`src/logic/opl3_pkg.sv`:
```
package opl3_pkg;

    // host side address, data, strobe and response widths of the AXI4-Lite port
    // bit 8 of the byte address picks bank 0 or bank 1 of the chip
    typedef logic [8:0]  axi_addr_t;
    typedef logic [31:0] axi_data_t;
    typedef logic [3:0]  axi_strb_t;
    typedef logic [1:0]  axi_resp_t;

    // the chip side register bus is one byte wide with 256 registers per bank
    typedef logic [7:0] reg_addr_t;
    typedef logic [7:0] reg_data_t;

    // bridge sequencing, one word access becomes four byte cycles
    typedef enum logic [1:0] {
        idle,
        writing,
        reading,
        respond
    } bridge_state_t;

    // every access completes without error
    localparam axi_resp_t AXI_RESP_OKAY = 2'b00;

    // bank 0 registers that the timer block and the status path care about
    localparam reg_addr_t STATUS_ADDR     = 8'h00;
    localparam reg_addr_t TIMER1_ADDR     = 8'h02;
    localparam reg_addr_t TIMER2_ADDR     = 8'h03;
    localparam reg_addr_t TIMER_CTRL_ADDR = 8'h04;

    // clock cycles per timer count, scaled down from 80 us and 320 us
    localparam int TIMER1_TICK_CYCLES = 4;
    localparam int TIMER2_TICK_CYCLES = 16;

    // the prescaler is sized for the slower of the two timers
    localparam int TIMER_PRESCALE_W = $clog2(TIMER2_TICK_CYCLES);
    typedef logic [TIMER_PRESCALE_W-1:0] prescale_t;

endpackage

```
`src/logic/opl3_reg_bus_if.sv`:
```
`timescale 1ns/1ps

// byte wide register bus between the AXI bridge and the chip registers
// a write lands on the rising edge, a read answers in the same cycle
interface opl3_reg_bus_if
    import opl3_pkg::*;
();

    logic      rd;
    logic      wr;
    logic      bank_select;
    reg_addr_t address;
    reg_data_t data_in;
    reg_data_t data_out;

    // the bridge is the only master on this bus
    modport bridge (
        output rd, wr, bank_select, address, data_in,
        input  data_out
    );

    modport reg_file (
        input  rd, wr, bank_select, address, data_in,
        output data_out
    );

    // the timers snoop register writes and never drive anything here
    modport monitor (
        input wr, bank_select, address, data_in
    );

endinterface

```
`src/logic/opl3_timers.sv`:
```
`timescale 1ns/1ps

module opl3_timers
    import opl3_pkg::*;
(
    input  logic            s_axi_aclk,
    input  logic            s_axi_aresetn,
    opl3_reg_bus_if.monitor bus,
    output reg_data_t       status,
    output logic            irq
);

    // index 0 is timer 1 and index 1 is timer 2
    reg_data_t preset [2];
    reg_data_t count [2];
    prescale_t prescale [2];
    prescale_t tick_end [2];

    logic [1:0] run;
    logic [1:0] mask;
    logic [1:0] flag;

    logic       bank0_wr;
    logic       ctrl_wr;
    logic       irq_reset;
    logic [1:0] start_bits;
    logic [1:0] mask_bits;

    assign tick_end[0] = prescale_t'(TIMER1_TICK_CYCLES - 1);
    assign tick_end[1] = prescale_t'(TIMER2_TICK_CYCLES - 1);

    // only bank 0 writes concern the timers
    assign bank0_wr  = bus.wr && !bus.bank_select;
    assign ctrl_wr   = bank0_wr && (bus.address == TIMER_CTRL_ADDR) && !bus.data_in[7];
    assign irq_reset = bank0_wr && (bus.address == TIMER_CTRL_ADDR) && bus.data_in[7];

    // control byte: bit 0 and bit 1 start, bit 6 masks timer 1, bit 5 masks timer 2
    assign start_bits = bus.data_in[1:0];
    assign mask_bits  = {bus.data_in[5], bus.data_in[6]};

    always_ff @(posedge s_axi_aclk) begin
        if (!s_axi_aresetn) begin
            run  <= '0;
            mask <= '0;
            flag <= '0;
            for (int i = 0; i < 2; i++) begin
                preset[i]   <= '0;
                count[i]    <= '0;
                prescale[i] <= '0;
            end
        end else begin
            if (bank0_wr && (bus.address == TIMER1_ADDR)) begin
                preset[0] <= bus.data_in;
            end
            if (bank0_wr && (bus.address == TIMER2_ADDR)) begin
                preset[1] <= bus.data_in;
            end
            if (ctrl_wr) begin
                run  <= start_bits;
                mask <= mask_bits;
            end
            for (int i = 0; i < 2; i++) begin
                if (ctrl_wr && start_bits[i]) begin
                    // a start always begins a fresh period from the preset
                    count[i]    <= preset[i];
                    prescale[i] <= '0;
                end else if (run[i]) begin
                    if (prescale[i] == tick_end[i]) begin
                        prescale[i] <= '0;
                        if (count[i] == 8'hFF) begin
                            count[i] <= preset[i];
                            if (!mask[i]) begin
                                flag[i] <= 1'b1;
                            end
                        end else begin
                            count[i] <= count[i] + 8'd1;
                        end
                    end else begin
                        prescale[i] <= prescale[i] + 1'b1;
                    end
                end
            end
            // the irq reset wins over an overflow in the same cycle
            if (irq_reset) begin
                flag <= '0;
            end
        end
    end

    assign status = {flag[0] || flag[1], flag[0], flag[1], 5'b0};
    assign irq    = status[7];

    // a flag can only come from a running, unmasked timer
    for (genvar g = 0; g < 2; g++) begin : g_flag_check
        a_flag_source: assert property (
            @(posedge s_axi_aclk) disable iff (!s_axi_aresetn)
            $rose(flag[g]) |-> $past(run[g] && !mask[g])
        );
    end

endmodule

```
`src/flat_wrapper.sv`:
```
// flat-port wrapper written by rule: the top's interface ports become plain ports
module opl3_timers_flat import opl3_pkg::*;
  (s_axi_aclk, s_axi_aresetn, status, irq, bus_wr, bus_bank_select, bus_address, bus_data_in);
  opl3_reg_bus_if bus_i ();
  input  logic s_axi_aclk;
  input  logic s_axi_aresetn;
  output reg_data_t status;
  output logic irq;
  input wire logic [$bits(bus_i.wr)-1:0] bus_wr;
  input wire logic [$bits(bus_i.bank_select)-1:0] bus_bank_select;
  input wire logic [$bits(bus_i.address)-1:0] bus_address;
  input wire logic [$bits(bus_i.data_in)-1:0] bus_data_in;
  assign bus_i.wr = bus_wr;
  assign bus_i.bank_select = bus_bank_select;
  assign bus_i.address = bus_address;
  assign bus_i.data_in = bus_data_in;
  opl3_timers u_core (.s_axi_aclk(s_axi_aclk), .s_axi_aresetn(s_axi_aresetn), .bus(bus_i), .status(status), .irq(irq));
endmodule
```
`config.mk`:
```
export PLATFORM = sky130hd
export DESIGN_NAME = opl3_timers_flat
export DESIGN_NICKNAME = d
export VERILOG_FILES = /design/src/logic/opl3_pkg.sv /design/src/logic/opl3_reg_bus_if.sv /design/src/logic/opl3_timers.sv /design/src/flat_wrapper.sv
export SDC_FILE = /design/constraint.sdc
export NUM_CORES = 1
export LEC_CHECK = 0
export ABC_AREA = 1
export BUFFER_PORTS_ARGS = -buffer_cell sky130_fd_sc_hd__buf_4
export CAP_MARGIN = 20
export CORE_MARGIN = 2
export CORE_UTILIZATION = 53
export DETAILED_ROUTE_END_ITERATION = 8
export GPL_TIMING_DRIVEN = 0
export PLACE_DENSITY_LB_ADDON = 0.2
export RECOVER_POWER = 25
export SETUP_SLACK_MARGIN = 0.1
export SLEW_MARGIN = 5
export SYNTH_ARGS = -nofsm -noshare
export SYNTH_HDL_FRONTEND = slang
export SYNTH_SLANG_ARGS = --single-unit
```
`constraint.sdc`:
```
create_clock -name s_axi_aclk -period 1.7 [get_ports s_axi_aclk]
set_input_delay 0.255 -clock s_axi_aclk [delete_from_list [all_inputs] [get_ports s_axi_aclk]]
set_output_delay 0.255 -clock s_axi_aclk [all_outputs]
set_load 0.02 [all_outputs]
```
After elaboration in Yosys (flattened, before gate mapping)
Memories as Yosys holds them, arrays and structs flattened.
Cells that the tools add are included.
- flip-flop bits (word level): 6
- memory bits (writable): 40
- bits of input ports: 20
- output and inout port bits: 9
- memories kept: 3
- memory list (memory ; words ; bits a word ; read ports ; clocked after Yosys merged registers in ; write ports ; line ; source):
    u_core.count ; 2 ; 8 ; 2 ; 0 ; 2 ; opl3_timers.sv:15 ; reg_data_t count [2];
    u_core.preset ; 2 ; 8 ; 2 ; 0 ; 2 ; opl3_timers.sv:14 ; reg_data_t preset [2];
    u_core.prescale ; 2 ; 4 ; 2 ; 0 ; 2 ; opl3_timers.sv:16 ; prescale_t prescale [2];
- $add $sub $neg: 4
- eq/ne operators: 7
- multiplexer cells: 71
- bitwise operators: 19
- reductions and logical operators: 14
- operators with widths (kind ; number):
    8-bit 2-to-1 mux ; 8
    1-bit 2-to-1 mux ; 57
    4-bit 2-to-1 mux ; 6
    8-bit by 1-bit adder with 8-bit output (second input constant) ; 2
    8-bit by 2-bit == test with 1-bit output (second input constant) ; 2
    8-bit == test (second input constant) ; 2
    1-bit OR ; 14
    5-bit AND reduction ; 2
    4-bit by 1-bit adder with 4-bit output (second input constant) ; 2
    8-bit by 3-bit == test with 1-bit output (second input constant) ; 1
    1-bit logical AND ; 8
    1-bit inverter ; 5
    4-bit by 2-bit == test with 1-bit output (second input constant) ; 1
    4-bit == test (second input constant) ; 1
    1-bit zero test ; 2
    2-bit OR reduction ; 1
    1-bit logical OR ; 1

Longest topological paths before layout
- depth after elaboration: 11
- depth in mapped cells: 11

Worst setup path after synthesis
Ideal clock, no wire load.
- path type: reg2reg
- from: mem u_core.prescale[1][0] (netlist name)
- to: mem u_core.count[1][0] (netlist name), enable pin
- setup time: 0.338 ns
- data arrival time: 1.357 ns
- slack: 0.005 ns
- stages on the path, launching flop included: 6
- clock period less this slack: 1.695 ns
- cell sequence: edfxtp_1 > ha_1 > nand3_1 > nor2_2 > buf_2 > nand3b_1
- RTL lines (element ; line):
    from (decl) ; opl3_timers.sv:16
    to (decl) ; opl3_timers.sv:15

==> summary.md <==
| Metric | Value |
|---|---|
| First-pass DRT Iterations | 4 |
| Clock share of power | approximately a third |
| Worst-path fanout max | 8 |
| Instance count on the critical path | 11 |
| Cell breakdown of the critical path | ha_4, nand3_4, inv_2, nand2_2, nand2_2, nor2_4, nand3_4, nand2_1, nand2_1, nand2_1, inv_1 |
| Standard cell core area | 5040 µm² |
| Peak Freq | 0.618 GHz |
| Clk pin slew, worst setup/hold paths | around 90 ps |
| Maximum buffer depth of the clock tree | 2 |
| Cells on Worst Hold Path | 3 |
| Number of DRC markers after the initial detailed-route iteration | approximately 230 |
| Final Max Slew Viols | 0 |
| Dominant synthesized flop cell | edfxtp_1 |
| TritonCTS Buffers | 5 |
| Post-Syn Area | about 2700 µm² |
| Sequential cell fraction of total power | 56.0% |
| Buf+Inv Stages, Crit Path | 2 |
| Arrival time worst endpoint | 1690 ps |
| Largest net degree at the start of global routing | 15 |
| Setup repair after global routing missed its margin | yes |
| Total number of vias | 2,298 |
| Setup-failing EPs final | 0 |
| Growth of design area from synthesis to finish | 23.1% |
| Category of the worst setup path capture point | flip-flop |
| Cell with the largest stage delay on the worst path | edfxtp_1 |
| CP most frequent cell | nand2_1 |
| Final RePlAce weighted congestion | 0.807 |
| Number of unique standard cell types used by synthesis | 32 |
| Slowest Stage Delay on Critical Path | 440 ps |
| Drt drc | 0 |
| Final antenna-violating net count | 0 |
| Family with the most delay on the worst path | simple AND/OR/NAND/NOR gates |
| Clock tree skew after final layout | 7.00 ps |
| Number of flops mapped to enable cells by yosys | 40 |
| Cts hold-fix bufs | 0 |
| Outcome | complete, no violations |
| Depth of the most critical reg-to-reg path | 11 |
| CTS Sinks | 46 |
| Antenna violations before repair | 0 |
| Top post-synthesis cells by area | edfxtp_1 44%, nand2_1 9.7%, inv_1 7.1% |
| Share of cells above drive strength 1 | ~25% |
| Share of synthesized area occupied by flip-flops and latches | between 40% and 50% |
| Clock tree root buffer cell | clkbuf_8 |
| Wire length per cell | 12.5 µm |
| Global route total overflow | 0 |
| Data required time of the worst path | between 1500 and 2000 ps |
| Total track usage | about a fifth |
| Worst vdd rail ir drop | 434 µV |
| Number of warning messages in the yosys log | 0 |
| DP Wirelength | between 4 and 5 mm |
| Crit start category | flip-flop |
| Vias in the first global route | 2,052 |
| Power Dens Cells | 685 nW/µm² |
| Cell taking the most area after synthesis | edfxtp_1 |
| Reported leakage power | 1.53 nW |
| Comb pwr share | 9.3% |
| Horizontal extent of the die | 75.8 µm |
| Period utilisation layout | 95.2% |
| Mean post-synth cell area | 8.42 µm² |
| Diodes inserted | 0 |
| Insertion delay to the later sink of the worst-skew pair | 300 ps |
| Worst Setup Path Type | flip-flop to flip-flop |
| Share of Yosys cell area claimed by the top area cell type | 43.9% |
| Min-Delay Path Class | input pin to flip-flop |
| Number of buffers inserted by port buffering | 23 |
| Utilization after layout | 66.8% |
| Number of vias per cell after detailed routing | between 5 and 6 |
| Max-capacitance violation count | 0 |
| WHS | 220 ps |
| Flip-flop and latch count after synthesis | between 40 and 50 |
| Async set-reset flop share out of synthesis | 0% |
| Number of placed I/O pins | 29 |
| Final hold viol count | 0 |
| Switching pwr | 0.514 mW |
| Number of standard cells after synthesis | 325 |
| Final critical-path required period | approximately 1600 ps |
| Deepest level of the CTS H-tree | 2 |
| Final layout net count | 401 |
| Wire length after detailed routing | approximately 5.6 mm |
| CTS tree | done |
| Initial core utilization | a little over half |
| Die Span Y | around 76 µm |
| DIE AREA | 5750 µm² |
| Cell-internal power | 1.79 mW |
| Wire length of the first global-routing pass | 8.90 mm |
| Count of standard-cell rows | 26 |
| Net switching fraction of the power | 22.3% |
[layer usage]
layer	global-route usage, %	part of all wire, %
met5	0	0
met4	7.60	1.3
met3	4.10	5.4
met2	34.3	50
met1	26.5	43
[worst min-delay path, stage by stage]
cell and delay, ps:
buf_4 80, inv_1 40, a21oi_1 110
[repair_timing]
item,in CTS,in global routing
gates resized for setup,10,26
endpoints found under the setup margin,32,30
buffers inserted,13,2
pin swaps,7,15
endpoints found under the hold margin,0,0
cloned,1,0
[Yosys cell counts (2+ instances only)]
cell type	n
nand4_2	2
xor2_1	5
a21oi_1	12
nand3_2	2
nand4_1	17
nor3_1	4
nand2_2	4
nor2_2	2
xnor2_1	3
o21ai_0	10
clkbuf_1	2
or2_2	2
buf_4	6
buf_2	5
inv_1	52
nor2_1	33
nand3b_1	3
o22ai_1	2
ha_1	4
nand3_1	26
edfxtp_1	40
dfxtp_1	6
nor2_4	3
nand3_4	2
nand2_1	71
[cell type report]
type	instances	area, µm²
clock inverter	2	37.5
fill	422	1670
sequential	46	1320
inverter	53	201
buffer	14	97.6
tap	70	87.6
multi-input combinational	217	1260
clock buffer	6	72.6
timing repair buffer	40	290
[power groups by stage]
| stage | sequential [mW] | clock, mW | combinational, mW |
|---|---|---|---|
| 2_1_floorplan | 1.31 | 0 | 0.117 |
| 3_3_place_gp | 1.31 | 0 | 0.185 |
| 3_5_place_dp | 1.31 | 0 | 0.190 |
| 4_1_cts | 1.29 | 0.815 | 0.208 |
| 5_1_grt | 1.30 | 0.846 | 0.240 |
| 6_report | 1.29 | 0.802 | 0.214 |
[metrics by stage]
stage	total power, mW	setup TNS (ps)	std cells	area [µm²]	setup slack [ps]
detailed placement	1.50	-4360	424	3050	-178
global route	2.38	-121	448	3370	-22.7
global placement	1.50	-9870	422	3040	-483
CTS	2.31	0	446	3300	101
floorplan	1.42	0	329	2780	52.6
finish	2.31	0	448	3370	80.9
[sequential cells by signal, summed over array words and instances, names as in the netlist]
name,cells
u_core.mask,2
u_core.run,2
u_core.prescale,8
u_core.count,16
u_core.preset,16
u_core.flag,2
[placed cells by master (no fill, tap or decap), drive strengths merged]
master and count:
a21o 1, a21oi 12, a31oi 1, buf 45, bufinv 1, clkbuf 15
clkinvlp 1, conb 5, dfxtp 6, edfxtp 40, ha 4, inv 53
nand2 75, nand3 30, nand3b 3, nand4 20, nor2 39, nor3 4
o2111ai 1, o21ai 10, o22ai 2, or2 2, xnor2 3, xor2 5
[worst paths after layout]
check,slack (ps),startpoint,endpoint
worst max-delay path,80,u_core.count[0][0],u_core.count[0][2]
worst max register to register,80,u_core.count[0][0],u_core.count[0][2]
worst min-delay path,220,bus_data_in[6],u_core.mask[0]
worst min register to register,480,u_core.flag[0],u_core.flag[0]
[cells by family (layout without fill, tap and decap cells)]
| family | Yosys count | after routing | share of synthesized area (%) |
|---|---|---|---|
| adder cells (fa/ha/maj) | 4 | 4 | 1.83 |
| AO/OA/AOI/OAI | 27 | 27 | 5.31 |
| buffers and inverters | 67 | 115 | 10.7 |
| XOR/XNOR | 8 | 8 | 2.56 |
| other | 1 | 5 | 0.137 |
| flip-flops | 46 | 46 | 48.3 |
| AND/OR/NAND/NOR | 172 | 173 | 31.2 |
Power figures use the tool's default switching activity.
