==> src/logic/opl3_pkg.sv <==
package opl3_pkg;

    // host side address, data, strobe and response widths of the AXI4-Lite port
    // bit 8 of the byte address picks bank 0 or bank 1 of the chip
    typedef logic [8:0]  axi_addr_t;
    typedef logic [31:0] axi_data_t;
    typedef logic [3:0]  axi_strb_t;
    typedef logic [1:0]  axi_resp_t;

    // the chip side register bus is one byte wide with 256 registers per bank
    typedef logic [7:0] reg_addr_t;
    typedef logic [7:0] reg_data_t;

    // bridge sequencing, one word access becomes four byte cycles
    typedef enum logic [1:0] {
        idle,
        writing,
        reading,
        respond
    } bridge_state_t;

    // every access completes without error
    localparam axi_resp_t AXI_RESP_OKAY = 2'b00;

    // bank 0 registers that the timer block and the status path care about
    localparam reg_addr_t STATUS_ADDR     = 8'h00;
    localparam reg_addr_t TIMER1_ADDR     = 8'h02;
    localparam reg_addr_t TIMER2_ADDR     = 8'h03;
    localparam reg_addr_t TIMER_CTRL_ADDR = 8'h04;

    // clock cycles per timer count, scaled down from 80 us and 320 us
    localparam int TIMER1_TICK_CYCLES = 4;
    localparam int TIMER2_TICK_CYCLES = 16;

    // the prescaler is sized for the slower of the two timers
    localparam int TIMER_PRESCALE_W = $clog2(TIMER2_TICK_CYCLES);
    typedef logic [TIMER_PRESCALE_W-1:0] prescale_t;

endpackage

==> src/logic/opl3_reg_bus_if.sv <==
`timescale 1ns/1ps

// byte wide register bus between the AXI bridge and the chip registers
// a write lands on the rising edge, a read answers in the same cycle
interface opl3_reg_bus_if
    import opl3_pkg::*;
();

    logic      rd;
    logic      wr;
    logic      bank_select;
    reg_addr_t address;
    reg_data_t data_in;
    reg_data_t data_out;

    // the bridge is the only master on this bus
    modport bridge (
        output rd, wr, bank_select, address, data_in,
        input  data_out
    );

    modport reg_file (
        input  rd, wr, bank_select, address, data_in,
        output data_out
    );

    // the timers snoop register writes and never drive anything here
    modport monitor (
        input wr, bank_select, address, data_in
    );

endinterface

==> src/logic/axi_byte_bridge.sv <==
`timescale 1ns/1ps

module axi_byte_bridge
    import opl3_pkg::*;
(
    input  logic          s_axi_aclk,
    input  logic          s_axi_aresetn,
    input  axi_addr_t     s_axi_awaddr,
    input  logic          s_axi_awvalid,
    output logic          s_axi_awready,
    input  axi_data_t     s_axi_wdata,
    input  axi_strb_t     s_axi_wstrb,
    input  logic          s_axi_wvalid,
    output logic          s_axi_wready,
    output axi_resp_t     s_axi_bresp,
    output logic          s_axi_bvalid,
    input  logic          s_axi_bready,
    input  axi_addr_t     s_axi_araddr,
    input  logic          s_axi_arvalid,
    output logic          s_axi_arready,
    output axi_data_t     s_axi_rdata,
    output axi_resp_t     s_axi_rresp,
    output logic          s_axi_rvalid,
    input  logic          s_axi_rready,
    opl3_reg_bus_if.bridge bus
);

    bridge_state_t state;

    // lane being sent on the byte bus, also the offset from the base address
    logic [1:0] byte_cnt;

    // request captured in the acceptance cycle
    axi_addr_t base_addr;
    axi_data_t wdata_q;
    axi_strb_t wstrb_q;

    logic write_req;
    logic read_req;

    // a new request is only looked at while no ready pulse is in flight
    // writes win when both channels ask in the same cycle
    assign write_req = s_axi_awvalid && s_axi_wvalid && !s_axi_awready && !s_axi_arready;
    assign read_req  = s_axi_arvalid && !s_axi_arready && !s_axi_awready &&
                       !(s_axi_awvalid && s_axi_wvalid);

    // ready goes out one cycle after the request is seen and lasts a single cycle
    // the handshake therefore completes in the cycle where ready is high
    always_ff @(posedge s_axi_aclk) begin
        if (!s_axi_aresetn) begin
            s_axi_awready <= 1'b0;
            s_axi_wready  <= 1'b0;
            s_axi_arready <= 1'b0;
        end else begin
            s_axi_awready <= (state == idle) && write_req;
            s_axi_wready  <= (state == idle) && write_req;
            s_axi_arready <= (state == idle) && read_req;
        end
    end

    // sequencing of the byte cycles and of the response channels
    always_ff @(posedge s_axi_aclk) begin
        if (!s_axi_aresetn) begin
            state        <= idle;
            byte_cnt     <= 2'd0;
            s_axi_bvalid <= 1'b0;
            s_axi_rvalid <= 1'b0;
        end else begin
            case (state)
                idle: begin
                    byte_cnt <= 2'd0;
                    // leave idle in the acceptance cycle itself
                    if (s_axi_awready) begin
                        state <= writing;
                    end else if (s_axi_arready) begin
                        state <= reading;
                    end
                end
                writing: begin
                    byte_cnt <= byte_cnt + 2'd1;
                    if (byte_cnt == 2'd3) begin
                        state        <= respond;
                        s_axi_bvalid <= 1'b1;
                    end
                end
                reading: begin
                    byte_cnt <= byte_cnt + 2'd1;
                    if (byte_cnt == 2'd3) begin
                        state        <= respond;
                        s_axi_rvalid <= 1'b1;
                    end
                end
                respond: begin
                    // nothing new is accepted until the host takes the response
                    if ((s_axi_bvalid && s_axi_bready) || (s_axi_rvalid && s_axi_rready)) begin
                        state        <= idle;
                        s_axi_bvalid <= 1'b0;
                        s_axi_rvalid <= 1'b0;
                    end
                end
                default: begin
                    state <= idle;
                end
            endcase
        end
    end

    // address, data and strobes are sampled while ready is high
    always_ff @(posedge s_axi_aclk) begin
        if (state == idle && s_axi_awready) begin
            base_addr <= s_axi_awaddr;
            wdata_q   <= s_axi_wdata;
            wstrb_q   <= s_axi_wstrb;
        end else if (state == idle && s_axi_arready) begin
            base_addr <= s_axi_araddr;
        end
    end

    // read bytes enter at the top and move down, so byte k ends up in lane k
    always_ff @(posedge s_axi_aclk) begin
        if (state == reading) begin
            s_axi_rdata <= {bus.data_out, s_axi_rdata[31:8]};
        end
    end

    // the register address wraps within the bank and the bank never changes
    assign bus.bank_select = base_addr[8];
    assign bus.address     = base_addr[7:0] + reg_addr_t'(byte_cnt);
    assign bus.data_in     = wdata_q[8*byte_cnt +: 8];

    // a lane with its strobe low still takes a cycle but writes nothing
    assign bus.wr = (state == writing) && wstrb_q[byte_cnt];
    assign bus.rd = (state == reading);

    assign s_axi_bresp = AXI_RESP_OKAY;
    assign s_axi_rresp = AXI_RESP_OKAY;

    a_rd_wr_exclusive: assert property (
        @(posedge s_axi_aclk) disable iff (!s_axi_aresetn)
        !(bus.rd && bus.wr)
    );

    // the write response must survive back-pressure
    a_bvalid_hold: assert property (
        @(posedge s_axi_aclk) disable iff (!s_axi_aresetn)
        s_axi_bvalid && !s_axi_bready |=> s_axi_bvalid
    );

    // read data stays put as long as the host holds rready low
    a_rvalid_hold: assert property (
        @(posedge s_axi_aclk) disable iff (!s_axi_aresetn)
        s_axi_rvalid && !s_axi_rready |=> s_axi_rvalid && $stable(s_axi_rdata)
    );

endmodule

==> src/flat_wrapper.sv <==
// flat-port wrapper written by rule: the top's interface ports become plain ports
module axi_byte_bridge_flat import opl3_pkg::*;
  (s_axi_aclk, s_axi_aresetn, s_axi_awaddr, s_axi_awvalid, s_axi_awready, s_axi_wdata, s_axi_wstrb, s_axi_wvalid, s_axi_wready, s_axi_bresp, s_axi_bvalid, s_axi_bready, s_axi_araddr, s_axi_arvalid, s_axi_arready, s_axi_rdata, s_axi_rresp, s_axi_rvalid, s_axi_rready, bus_rd, bus_wr, bus_bank_select, bus_address, bus_data_in, bus_data_out);
  opl3_reg_bus_if bus_i ();
  input  logic s_axi_aclk;
  input  logic s_axi_aresetn;
  input  axi_addr_t s_axi_awaddr;
  input  logic s_axi_awvalid;
  output logic s_axi_awready;
  input  axi_data_t s_axi_wdata;
  input  axi_strb_t s_axi_wstrb;
  input  logic s_axi_wvalid;
  output logic s_axi_wready;
  output axi_resp_t s_axi_bresp;
  output logic s_axi_bvalid;
  input  logic s_axi_bready;
  input  axi_addr_t s_axi_araddr;
  input  logic s_axi_arvalid;
  output logic s_axi_arready;
  output axi_data_t s_axi_rdata;
  output axi_resp_t s_axi_rresp;
  output logic s_axi_rvalid;
  input  logic s_axi_rready;
  output wire logic [$bits(bus_i.rd)-1:0] bus_rd;
  output wire logic [$bits(bus_i.wr)-1:0] bus_wr;
  output wire logic [$bits(bus_i.bank_select)-1:0] bus_bank_select;
  output wire logic [$bits(bus_i.address)-1:0] bus_address;
  output wire logic [$bits(bus_i.data_in)-1:0] bus_data_in;
  input wire logic [$bits(bus_i.data_out)-1:0] bus_data_out;
  assign bus_rd = bus_i.rd;
  assign bus_wr = bus_i.wr;
  assign bus_bank_select = bus_i.bank_select;
  assign bus_address = bus_i.address;
  assign bus_data_in = bus_i.data_in;
  assign bus_i.data_out = bus_data_out;
  axi_byte_bridge u_core (.s_axi_aclk(s_axi_aclk), .s_axi_aresetn(s_axi_aresetn), .s_axi_awaddr(s_axi_awaddr), .s_axi_awvalid(s_axi_awvalid), .s_axi_awready(s_axi_awready), .s_axi_wdata(s_axi_wdata), .s_axi_wstrb(s_axi_wstrb), .s_axi_wvalid(s_axi_wvalid), .s_axi_wready(s_axi_wready), .s_axi_bresp(s_axi_bresp), .s_axi_bvalid(s_axi_bvalid), .s_axi_bready(s_axi_bready), .s_axi_araddr(s_axi_araddr), .s_axi_arvalid(s_axi_arvalid), .s_axi_arready(s_axi_arready), .s_axi_rdata(s_axi_rdata), .s_axi_rresp(s_axi_rresp), .s_axi_rvalid(s_axi_rvalid), .s_axi_rready(s_axi_rready), .bus(bus_i));
endmodule
==> config.mk <==
export PLATFORM = sky130hd
export DESIGN_NAME = axi_byte_bridge_flat
export DESIGN_NICKNAME = d
export VERILOG_FILES = /design/src/logic/opl3_pkg.sv /design/src/logic/opl3_reg_bus_if.sv /design/src/logic/axi_byte_bridge.sv /design/src/flat_wrapper.sv
export SDC_FILE = /design/constraint.sdc
export NUM_CORES = 1
export LEC_CHECK = 0
export ABC_AREA = 1
export BUFFER_PORTS_ARGS = -buffer_cell sky130_fd_sc_hd__buf_4
export CAP_MARGIN = 20
export CORE_MARGIN = 10
export CORE_UTILIZATION = 52
export CTS_BUF_LIST = sky130_fd_sc_hd__clkbuf_16
export DETAILED_ROUTE_END_ITERATION = 12
export PLACE_DENSITY = 0.94
export SLEW_MARGIN = 20
export SYNTH_ARGS = -nofsm -noshare
export SYNTH_HDL_FRONTEND = slang
export SYNTH_SLANG_ARGS = --single-unit
==> constraint.sdc <==
create_clock -name s_axi_aclk -period 5.5 [get_ports s_axi_aclk]
set_input_delay 0.825 -clock s_axi_aclk [delete_from_list [all_inputs] [get_ports s_axi_aclk]]
set_output_delay 0.825 -clock s_axi_aclk [all_outputs]
set_load 0.1 [all_outputs]
Word level (Yosys, flattened, before mapping). Index checks and enable logic that the tools add are counted.

Order comparisons: 1. Equality and inequality tests: 9. Add/sub/neg operators: 2. Reduce and logical (&&, ||, !) cells: 26. Shift operators: 1. Mux-type cells: 14.

Operators with widths (number): 32-bit by 6-bit variable part select with 8-bit output (1); 9-bit 2-to-1 mux (2); 1-bit logical AND (13); 3-bit AND reduction (3); 8-bit by 2-bit adder with 8-bit output (1); 2-bit 2-to-1 mux (4); 2-bit by 1-bit != test with 1-bit output (second input constant) (4); 2-bit nonzero test (4); 2-bit equality test (second input constant) (3); 2-bit case mux with 3 select lines (1); 1-bit case mux with 2 select lines (2); 2-bit case mux with 2 select lines (1); 1-bit zero test (3); 2-bit by 3-bit < comparator with 1-bit output (second input constant) (1); 1-bit 2-to-1 mux (3); 3-bit by 1-bit != test with 1-bit output (second input constant) (1); 2-bit by 1-bit adder with 2-bit output (second input constant) (1); 1-bit binary-select mux with 2-bit select (1); 2-bit by 1-bit equality test with 1-bit output (second input constant) (1); 2-bit zero test (1); 2-bit OR reduction (1); 1-bit logical OR (1).

Output and inout bits: 60. Flip-flop bits (word level): 85. Word-level logic and storage cells: 63.

Logic depth before layout (Yosys ltp). Gate-level depths: netlist (run 1).

Depth after elaboration: 5. Depth in mapped cells: 9. Depth with buffers taken out: 9.

Least setup slack after synthesis (run 1). No wires, ideal clock.

Path type: register to output. Start point: reg u_core.byte_cnt[0]. End point: out bus_address[6]. Path slack: 1844 ps. Arrival: 2831 ps. Data required time: 4675 ps. Path buffers: 0. Stages on the path, launching flop included: 7. Path through: dfxtp_1 -> ha_1 -> inv_1 -> fa_1 -> nor2_2 -> nand3_1 -> xnor2_1.

Longest elaborated chain between the ends: 1.

Ends and longest elaborated chain: from (decl) (RTL line axi_byte_bridge.sv:31) `logic [1:0] byte_cnt;`; from (signal assigned) (RTL line axi_byte_bridge.sv:80) `byte_cnt <= byte_cnt + 2'd1;`; from (signal assigned) (RTL line axi_byte_bridge.sv:87) `byte_cnt <= byte_cnt + 2'd1;`; 8-bit by 2-bit adder with 8-bit output (RTL line axi_byte_bridge.sv:128) `assign bus.address = base_addr[7:0] + reg_addr_t'(byte_cnt);`; to (decl) (RTL line flat_wrapper.sv:27) `output wire logic [$bits(bus_i.address)-1:0] bus_address;`.

No other way between the ends.

Worst setup path after layout (run 1). Ends and elaborated chain as after synthesis.

==> results by group, run 1 <==
Finish
  – # fillers: ~400
  – Post-route cell area: 4618 sq um
  – Area delta synth->final: 37.16%
  – Layout cells sized above 1: a little over a third
  – # nets final: approximately 470
  – Antenna fix cells: 0

Drt
  – Final WL: 8930 microns
  – First drt pass iteration count: 4
  – Via Count: between 2000 and 2500
  – DRC: 0
  – Via-per-instance ratio: about 5.2
  – Routed wire per std cell: ~19 microns
  – Starting DRT DRC Count: about 180
  – Final ANT Viol Nets: 0

Placed design
  – Routability cong.: between 0.8 and 0.9
  – IO buf count: between 100 and 150
  – Placed wire-length estimate: 6784 microns
  – Placed inst area: 4347 sq um

Worst hold path
  – Worst Hold Path EP: u_core.s_axi_rdata[19]$_DFFE_PN_
  – Worst hold path class: reg2reg
  – Hold path startpoint: u_core.s_axi_rdata[27]$_DFFE_PN_
  – Hold Crit Depth: 0

Clocking
  – CTS tree: yes
  – Clk buf depth: 2
  – Post-CTS Hold Fix Bufs: 0
  – Post-CTS Setup Inserts: 0
  – Worst skew pair latency: between 0.3 and 0.4 ns
  – H-tree depth: 3
  – Cells resized by post-CTS repair: 0
  – CTS Buf Count: 9
  – Root Buffer: clkbuf_16
  – Clock sinks: between 80 and 90
  – Reg clk slew, reported paths: roughly 0.060 ns

Synthesis
  – Synthesized area per cell: about 13 sq um
  – Yosys cell types: 26
  – Synth Register Bits: 85
  – Synth warn: 0
  – Mapped cell area: roughly 3400 sq um
  – Mapped Cells: around 260
  – Top cells by area, synth: edfxtp_1 69%, nand2_1 6.5%, dfxtp_1 4.8%
  – Post-synth top area share: between 60% and 70%
  – Sequential area share after synthesis: between 70% and 80%
  – Post-synth top area cell: edfxtp_1

Timing
  – Final period utilization: ~63%
  – RSZ-0062 raised after global routing: false
  – Post-layout minimum cycle time: between 3 and 4 ns
  – Worst Tran Pin Value: around 0.76 ns
  – Post-route setup TNS: 0 ns
  – Setup violations, final: 0
  – Slew margin rel.: 49.30%
  – Max-slew violation total from the final report: 0
  – Hold Vio Cnt, Final: 0
  – Worst Skew: about 0.0075 ns
  – Fmax: roughly 290 MHz

Worst setup path
  – Critical R2R Capture: u_core.base_addr[0]$_DFFE_PP_
  – Worst Path Required: between 4 and 5 ns
  – Crit. End Element: output port
  – CP arrival: 2.66 ns
  – R2R Setup Slk: between 3 and 4 ns
  – Critical path launch point type: flip-flop
  – CP max FO: 23
  – CP Class: reg2out
  – Reg-to-reg startpoint: u_core.state[0]$_SDFFE_PN0P_
  – FF-to-FF path depth: 7

Floorplan
  – Ports: ~130
  – Die Ht: approximately 100 microns
  – Die width: ~100 microns
  – Number of placement rows: 29
  – CORE AREA: 6314 sq um
  – Die area: 10090 sq um
  – Starting density of the core: between 50% and 60%

Status
  – Status: finished, final reports clean

Global routing
  – First-pass GRT wire length: between 10000 and 15000 microns
  – Largest net degree at the start of global routing: 40
  – Vias in the first global route: ~2700
  – Overflow after GRT: 0
  – Initial antenna violation count: 0
  – All-Layer GR Usage: approximately 17%

Pwr
  – PwrDens: slightly below 600 nW/um^2
  – Static Leakage: 1.959 nW
  – Peak supply drop: between 300 and 400 uV

Run
  – Maximum capacitance violations: 0
where the power goes:
group	leakage, nW	switching, mW	internal, mW	total, mW
Combinational	1.05	1.02	0.249	1.27
Sequential	0.770	0.0706	0.847	0.918
Clock	0.141	0.214	0.340	0.555
cells in the mapped netlist:
cell	count
xnor2_1	5
buf_6	1
fa_1	1
a21boi_1	1
a21o_1	1
edfxtp_1	77
ha_1	8
nand2_1	58
inv_1	16
a21oi_1	5
conb_1	1
o22ai_1	8
nand3_2	1
o21ai_1	4
clkinv_1	1
dfxtp_1	8
nor2_2	2
buf_4	7
o21ai_0	14
and2_1	1
a211oi_1	1
nand3_1	6
buf_2	2
nor2_1	29
inv_2	2
xor2_1	1
area by class of cell:
| cell class | count | area [sq um] | share of cell area (%) |
|---|---|---|---|
| tap | 77 | 96.34 | 2.086 |
| clock inverter | 5 | 46.29 | 1.002 |
| inverter | 19 | 71.32 | 1.544 |
| sequential | 85 | 2472 | 53.54 |
| multi-input combinational | 150 | 760.7 | 16.47 |
| timing repair buffer | 126 | 945.9 | 20.48 |
| clock buffer | 9 | 225.2 | 4.877 |
state kept, by name (all words and copies together) (netlist names):
register and count:
u_core.base_addr 9, u_core.wstrb_q 4, u_core.s_axi_rvalid 1, u_core.s_axi_awready 1
u_core.byte_cnt 2, u_core.s_axi_arready 1, u_core.s_axi_rdata 32, u_core.wdata_q 32
u_core.state 2, u_core.s_axi_bvalid 1
through the flow:
stage | util, % | instances | total power [mW] | setup slack, ns | hold WS, ns
finish | 73.15 | 471 | 2.746 | 2.011 | 0.4514
global route | 73.15 | 471 | 2.850 | 1.848 | 0.4663
CTS | 73.15 | 471 | 2.760 | 2.035 | 0.4519
detailed placement | 68.85 | 457 | 2.203 | 2.398 | 0.4381
global placement | 68.85 | 457 | 2.156 | 2.483 | 0.4309
floorplan | - | 264 | 1.925 | 1.844 | 0.4973
cell usage in the layout, fill, tap and decap left out, drive strengths merged:
cell type  synthesis  routed
clkinv             1       3
o21ai             18      18
dfxtp              8       8
a211oi             1       1
ha                 8       8
nand3              7       7
fa                 1       1
and2               1       1
edfxtp            77      77
nand2             58      58
xnor2              5       5
a21boi             1       1
inv               18      20
conb               1       4
nor2              31      31
a21o               1       1
o22ai              8       8
clkbuf             0       9
bufinv             0       1
a21oi              5       5
xor2               1       1
buf               10     126
critical path: stages (launching register included):
cell     delay (ns)
dfxtp_1        0.81
ha_1           0.30
inv_1          0.06
fa_1           0.43
nor2_2         0.17
nand3_1        0.10
xnor2_1        0.15
buf_4          0.31
logic make-up after synthesis:
kind of cell,share of synthesized area (%)
compound gates,5.574
fa+ha+maj,3.568
simple gates,11.45
buf+inv,4.311
other cells,0.1114
flops,73.43
xor+xnor,1.561
worst max path at each step:
stage	slack [ns]	endpoint	start	cells past startpoint
3_3_place_gp	2.48	bus_address[6]	u_core.byte_cnt[0]$_SDFFE_PN0P_	7
6_report	2.01	bus_address[6]	u_core.byte_cnt[0]$_SDFFE_PN0P_	7
3_5_place_dp	2.40	bus_address[6]	u_core.byte_cnt[0]$_SDFFE_PN0P_	7
4_1_cts	2.03	bus_address[6]	u_core.byte_cnt[0]$_SDFFE_PN0P_	7
5_1_grt	1.85	bus_address[6]	u_core.byte_cnt[0]$_SDFFE_PN0P_	7
2_1_floorplan	1.84	bus_address[6]	u_core.byte_cnt[0]$_SDFFE_PN0P_	6
metal layers:
metal / track usage (%) / wire [microns] / vias up
met5: 0 / 0 / -
met4: 8.043 / 220 / 0
met3: 5.624 / 514 / 16
met2: 33.53 / 5310 / 96
met1: 16.05 / 2884 / 1174
li1: - / - / 1148
(Power assumes the default switching activity.)
==> run 2, diff against run 1 <==
--- a/config.mk
+++ b/config.mk
@@ -9,10 +9,10 @@
 export BUFFER_PORTS_ARGS = -buffer_cell sky130_fd_sc_hd__buf_4
 export CAP_MARGIN = 20
 export CORE_MARGIN = 10
-export CORE_UTILIZATION = 52
+export CORE_UTILIZATION = 48
 export CTS_BUF_LIST = sky130_fd_sc_hd__clkbuf_16
 export DETAILED_ROUTE_END_ITERATION = 12
-export PLACE_DENSITY = 0.94
+export PLACE_DENSITY = 0.89
 export SLEW_MARGIN = 20
 export SYNTH_ARGS = -nofsm -noshare
 export SYNTH_HDL_FRONTEND = slang
==> constraint.sdc (replaced) <==
create_clock -name s_axi_aclk -period 3.4 [get_ports s_axi_aclk]
set_input_delay 0.51 -clock s_axi_aclk [delete_from_list [all_inputs] [get_ports s_axi_aclk]]
set_output_delay 0.51 -clock s_axi_aclk [all_outputs]
set_load 0.1 [all_outputs]
==> run 2 against run 1 <==
Effect of this change: worst setup slack worse by 1.3 ns; critical path type unchanged; sequential share of layout area down 0.77 points; highest routed layer unchanged; first-iteration DRC count down 21%; largest power group unchanged; total power up 65%; clock power up 74%; sequential power up 58%.
==> results by group, run 2 (synthesis results as in run 1) <==
Global routing
  – Overflow after GRT: 0
  – Initial antenna violation count: 0
  – First-pass GRT wire length: about 14000 microns
  – All-Layer GR Usage: between 15 and 20%
  – Vias in the first global route: approximately 2600
  – Largest net degree at the start of global routing: 46

Worst setup path
  – Buf+Inv Stages, Crit Path: 3
  – Worst Path Required: ~2.9 ns
  – CP Class: reg2out
  – CP Cell Sequence: buf_4 > inv_2 > fa_1 > nor2_2 > nand3_1 > xnor2_1 > buf_4
  – Most used cell, CP: buf_4
  – FF-to-FF path depth: 7
  – Crit. End Element: output port
  – Critical path's top delay family: buffers and inverters
  – Slowest stage cell on the critical path: fa_1
  – CP max stage delay: approximately 0.47 ns
  – Reg-to-reg startpoint: u_core.state[0]$_SDFFE_PN0P_
  – Critical path launch point type: flip-flop
  – R2R Setup Slk: between 1 and 1.5 ns
  – CP max FO: 13
  – Critical path depth: 7
  – CP arrival: 2.16 ns
  – Critical R2R Capture: u_core.base_addr[1]$_DFFE_PP_

Drt
  – Via Count: about 2500
  – First drt pass iteration count: 4
  – Final ANT Viol Nets: 0
  – Routed wire per std cell: around 19 microns
  – Starting DRT DRC Count: around 140
  – Final WL: between 9000 and 10000 microns
  – DRC: 0
  – Via-per-instance ratio: roughly 5.0

Timing
  – RSZ-0062 raised after global routing: false
  – Slew margin rel.: between 60% and 70%
  – Worst Skew: between 0.004 and 0.005 ns
  – Final period utilization: 78.56%
  – Hold Vio Cnt, Final: 0
  – Fmax: approximately 370 MHz
  – Post-layout minimum cycle time: about 2.7 ns
  – Post-route setup TNS: 0 ns
  – Final worst slack: 0.7291 ns
  – Worst Tran Pin Value: about 0.54 ns
  – Max-slew violation total from the final report: 0
  – Setup violations, final: 0

Pwr
  – Reg power frac: 32.0%
  – PwrDens: between 900 and 1000 nW/um^2
  – Clock group share of total power: a little over a fifth
  – Combinational Power Share: roughly 47%
  – Peak supply drop: slightly below 500 uV
  – Internal power: between 2 and 2.5 mW
  – Sw power: between 2 and 2.5 mW
  – Total Power: 4.535 mW
  – Static Leakage: roughly 2.0 nW
  – Sw Share: approximately half

Finish
  – Area delta synth->final: 39.17%
  – Layout cells sized above 1: 37.44%
  – # fillers: approximately 460
  – Most common cell after layout, fill and taps aside: buf_4
  – Final Util: between 60% and 70%
  – Most frequent cells in the layout: 128 x buf_4, 77 x edfxtp_1, 58 x nand2_1, 29 x nor2_1, 16 x inv_1
  – Largest registers: u_core.s_axi_rdata (32), u_core.wdata_q (32), u_core.base_addr (9)
  – # nets final: about 470
  – Antenna fix cells: 0

Clocking
  – CTS Buf Count: 9
  – Clk buf depth: 2
  – Root Buffer: clkbuf_16
  – Worst skew pair latency: 0.34 ns
  – Clock sinks: 85
  – Post-CTS Hold Fix Bufs: 0
  – Post-CTS Setup Inserts: 0
  – Cells resized by post-CTS repair: 0
  – H-tree depth: 3
  – Reg clk slew, reported paths: approximately 0.06 ns
  – CTS tree: yes

Placed design
  – Routability cong.: 0.7546
  – Place WS: approximately 1.1 ns
  – IO buf count: ~120
  – Placed wire-length estimate: roughly 6700 microns

Worst hold path
  – Hold Crit Depth: 1
  – Hold path startpoint: s_axi_wdata[30]
  – Worst Hold Path EP: u_core.wdata_q[30]$_DFFE_PP_
  – Worst hold path class: in2reg

Floorplan
  – CORE AREA: 6794 sq um
  – Ports: between 100 and 150
  – Starting density of the core: between 40 and 50%
  – Die Ht: 103.8 microns
  – Die width: slightly above 100 microns
  – Number of placement rows: 30
  – Die area: between 10000 and 15000 sq um

Run
  – Maximum capacitance violations: 0

Status
  – Status: finished, final reports clean
## run 2: cell types whose count changed in the layout (fill, tap and decap cells not counted)
cell | before | now
clkinv_1 | 2 | 1
inv_6 | 0 | 1
clkinv_4 | 0 | 1
clkinvlp_4 | 0 | 3
inv_1 | 18 | 16
buf_4 | 126 | 128
## run 2: metal layers
metal	vias up	wire (microns)	global-route usage, %
li1	1157	-	-
met1	1201	3130	15.55
met2	82	5307	30.81
met3	22	426	4.647
met4	0	352	10.04
met5	-	0	0
## run 2: worst register-to-register path, delay by kind of cell, from the launching register on
kind,cells,cell delay [ns]
flops,1,0.40
buf+inv,3,0.56
fa+ha+maj,1,0.27
simple gates,3,0.54
## run 2: power groups by stage
stage / clock (mW) / combinational, mW / sequential, mW
detailed placement: 0 / 2.11 / 1.47
finish: 0.966 / 2.12 / 1.45
floorplan: 0 / 1.04 / 2.07
CTS: 0.979 / 2.12 / 1.45
global route: 1.01 / 2.20 / 1.47
global placement: 0 / 2.06 / 1.45
## run 2: how the worst max path moves through the flow
stage | startpoint | endpoint | slack [ns]
after floorplan | u_core.byte_cnt[0]$_SDFFE_PN0P_ | bus_address[6] | 0.06
after global placement | u_core.byte_cnt[1]$_SDFFE_PN0P_ | bus_address[6] | 1.15
after detailed placement | u_core.byte_cnt[1]$_SDFFE_PN0P_ | bus_address[6] | 1.08
after CTS | u_core.byte_cnt[1]$_SDFFE_PN0P_ | bus_address[6] | 0.70
after global routing | u_core.byte_cnt[1]$_SDFFE_PN0P_ | bus_address[6] | 0.63
final | u_core.byte_cnt[1]$_SDFFE_PN0P_ | bus_address[6] | 0.73
## run 2: cell type report
cell class                 instances  area, sq um  share of cell area [%]
inverter                          19        71.32                   1.522
sequential                        85         2472                   52.76
timing repair buffer             128        960.9                   20.51
tap                               96        120.1                   2.563
multi-input combinational        150        760.7                   16.24
clock inverter                     7        75.07                   1.602
clock buffer                       9        225.2                   4.806
## run 2: metrics by stage
step | cell area (sq um) | cells | hold WS (ns)
2_1_floorplan | 3378 | 264 | 0.4973
4_1_cts | 4686 | 494 | 0.3364
3_3_place_gp | 4385 | 478 | 0.4298
3_5_place_dp | 4385 | 478 | 0.4344
6_report | 4686 | 494 | 0.3474
5_1_grt | 4686 | 494 | 0.3370
==> run 3, diff against run 2 <==
--- a/config.mk
+++ b/config.mk
@@ -5,7 +5,7 @@
 export SDC_FILE = /design/constraint.sdc
 export NUM_CORES = 1
 export LEC_CHECK = 0
-export ABC_AREA = 1
+export ABC_AREA = 0
 export BUFFER_PORTS_ARGS = -buffer_cell sky130_fd_sc_hd__buf_4
 export CAP_MARGIN = 20
 export CORE_MARGIN = 10
==> constraint.sdc (replaced) <==
create_clock -name s_axi_aclk -period 2.55 [get_ports s_axi_aclk]
set_input_delay 0.3825 -clock s_axi_aclk [delete_from_list [all_inputs] [get_ports s_axi_aclk]]
set_output_delay 0.3825 -clock s_axi_aclk [all_outputs]
set_load 0.1 [all_outputs]
==> run 3 against run 2 <==
Effect of this change: global-route usage down 1.8 points; sequential cell count unchanged; worst setup slack worse by 0.60 ns; register-to-register slack worse by 0.61 ns; sequential power up 34%; clock skew up 0.0023 ns; cell count down 18%; non-clock buffer count up 1; sequential share of layout area up 0.11 points.
==> results by group, run 3 <==
Finish
  – Final Util: between 60% and 70%
  – Layout Cells excl Fill: 403
  – # nets final: 396
  – Most frequent cells in the layout: 129 x buf_4, 77 x edfxtp_1, 12 x nand2_1
  – Largest registers: u_core.s_axi_rdata (32), u_core.wdata_q (32), u_core.base_addr (9)
  – Most common cell after layout, fill and taps aside: buf_4
  – Area delta synth->final: 41.07%
  – Antenna fix cells: 0
  – Layout cells sized above 1: 53.87%
  – # fillers: 439
  – Post-route cell area: between 4000 and 5000 sq um

Drt
  – Final ANT Viol Nets: 0
  – Starting DRT DRC Count: 101
  – Via-per-instance ratio: about 5
  – Final WL: about 7400 microns
  – Routed wire per std cell: ~18 microns
  – Via Count: 1968
  – First drt pass iteration count: 4
  – DRC: 0

Timing
  – Setup violations, final: 0
  – Hold Vio Cnt, Final: 0
  – Post-route setup TNS: 0 ns
  – RSZ-0062 raised after global routing: false
  – Hold_ws: roughly 0.22 ns
  – Final worst slack: 0.1311 ns
  – Fmax: a little over 400 MHz
  – Max-slew violation total from the final report: 0
  – Worst Skew: 0.007017 ns
  – Final period utilization: a little over nine tenths
  – Post-layout minimum cycle time: roughly 2.4 ns

Clocking
  – H-tree depth: 3
  – Reg clk slew, reported paths: approximately 0.06 ns
  – Worst skew pair latency: roughly 0.33 ns
  – Post-CTS Setup Inserts: 0
  – CTS Buf Count: 9
  – Clock sinks: 85
  – Root Buffer: clkbuf_16
  – Clk buf depth: 2
  – CTS tree: yes

Worst hold path
  – Hold Crit Depth: 1
  – Worst hold path class: in2reg

Floorplan
  – Ports: ~130
  – Die Ht: 103.1 microns
  – Die width: just over 100 microns
  – CORE AREA: approximately 6800 sq um
  – Die area: between 10000 and 15000 sq um
  – Starting density of the core: approximately half
  – Number of placement rows: 30

Placed design
  – Routability cong.: 0.7326
  – IO buf count: 124
  – Place WS: slightly below 0.4 ns
  – Placed inst area: 4373 sq um
  – Placed wire-length estimate: around 5700 microns
  – Placed Cells: between 300 and 400

Global routing
  – All-Layer GR Usage: approximately 15%
  – Overflow after GRT: 0
  – Largest net degree at the start of global routing: 37
  – Initial antenna violation count: 0
  – First-pass GRT wire length: 11550 microns
  – Vias in the first global route: 2250

Run
  – Maximum capacitance violations: 0

Pwr
  – Peak supply drop: a little over 600 uV
  – Static Leakage: between 1.5 and 2 nW
  – PwrDens: 1212 nW/um^2
  – Total Power: 5.668 mW

Synthesis
  – Post-synth top area cell: edfxtp_1
  – Post-synth ARST share: 0%
  – Dominant cell by count in the synthesized netlist: edfxtp_1
  – Synth warn: 0
  – Synth Register Bits: 85
  – Post-synth top cells: 77 x edfxtp_1, 12 x nand2_1, 9 x mux2_2, 9 x mux4_2
  – Synthesized area per cell: 18.11 sq um
  – Sequential area share after synthesis: 74.59%
  – Post-synth top area share: between 60% and 70%
  – Mapped cell area: around 3300 sq um
  – Yosys cell types: 31
  – Prevailing post-synth register cell: edfxtp_1
  – Number of synthesized flops with an enable pin: 77
  – Top cells by area, synth: edfxtp_1 70%, mux4_2 6.1%, dfxtp_1 4.8%
  – Mapped Cells: roughly 180

Worst setup path
  – Critical path launch point type: flip-flop
  – CP Class: reg2out
  – CP max FO: 3
  – Worst Path Required: approximately 2.2 ns
  – Crit. End Element: output port
  – FF-to-FF path depth: 5
  – CP arrival: just over 2 ns

Status
  – Status: finished, final reports clean
run 3: worst max-delay path: stages, from the launching register on:
cell	delay, ns
edfxtp_1	0.33
ha_1	0.16
inv_1	0.05
fa_1	0.44
nor3_2	0.26
xor2_2	0.15
buf_4	0.30
run 3: path summary, 6_finish.rpt:
kind / startpoint / endpoint / slack (ns)
min reg2reg: u_core.s_axi_rdata[27]$_DFFE_PN_ / u_core.s_axi_rdata[19]$_DFFE_PN_ / 0.45
min: s_axi_wdata[12] / u_core.wdata_q[12]$_DFFE_PP_ / 0.22
max: u_core.base_addr[0]$_DFFE_PP_ / bus_address[6] / 0.13
max reg2reg: u_core.state[0]$_SDFFE_PN0P_ / u_core.wdata_q[15]$_DFFE_PP_ / 0.75
run 3: kinds of logic (layout without fill, tap and decap cells):
kind of cell / after synthesis / count (layout) / synth area share (%)
buf+inv: 16 / 153 / 2.680
fa+ha+maj: 9 / 9 / 3.624
xor+xnor: 6 / 6 / 1.585
other cells: 1 / 4 / 0.1131
compound gates: 13 / 13 / 2.642
flops: 85 / 85 / 74.59
mux: 20 / 20 / 9.777
simple gates: 33 / 33 / 4.983
run 3: final cells by class:
type                    instances  area, sq um  area share [%]
multi-input cells              85        807.0           17.26
inverters                       8        30.03          0.6422
repair buffers                129        968.4           20.71
clock buffers                   9        225.2           4.817
clock inverters                 7        72.57           1.552
flip-flops and latches         85         2472           52.88
well taps                      80        100.1           2.141
run 3: what timing repair did:
| item | CTS | global route |
|---|---|---|
| setup endpoints to repair | 0 | 1 |
| resized for setup | 0 | 1 |
| hold buffers | 0 | 0 |
run 3: power breakdown:
| group | total (mW) | switching (mW) | internal, mW |
|---|---|---|---|
| Sequential | 1.95 | 0.104 | 1.85 |
| Combinational | 2.43 | 1.92 | 0.514 |
| Clock | 1.28 | 0.520 | 0.765 |
run 3: layer usage:
| metal | global-route usage, % | part of all wire [%] |
|---|---|---|
| met1 | 14.39 | 33 |
| met2 | 25.84 | 56 |
| met3 | 5.965 | 8.2 |
| met4 | 8.021 | 2.9 |
| met5 | 0 | 0 |
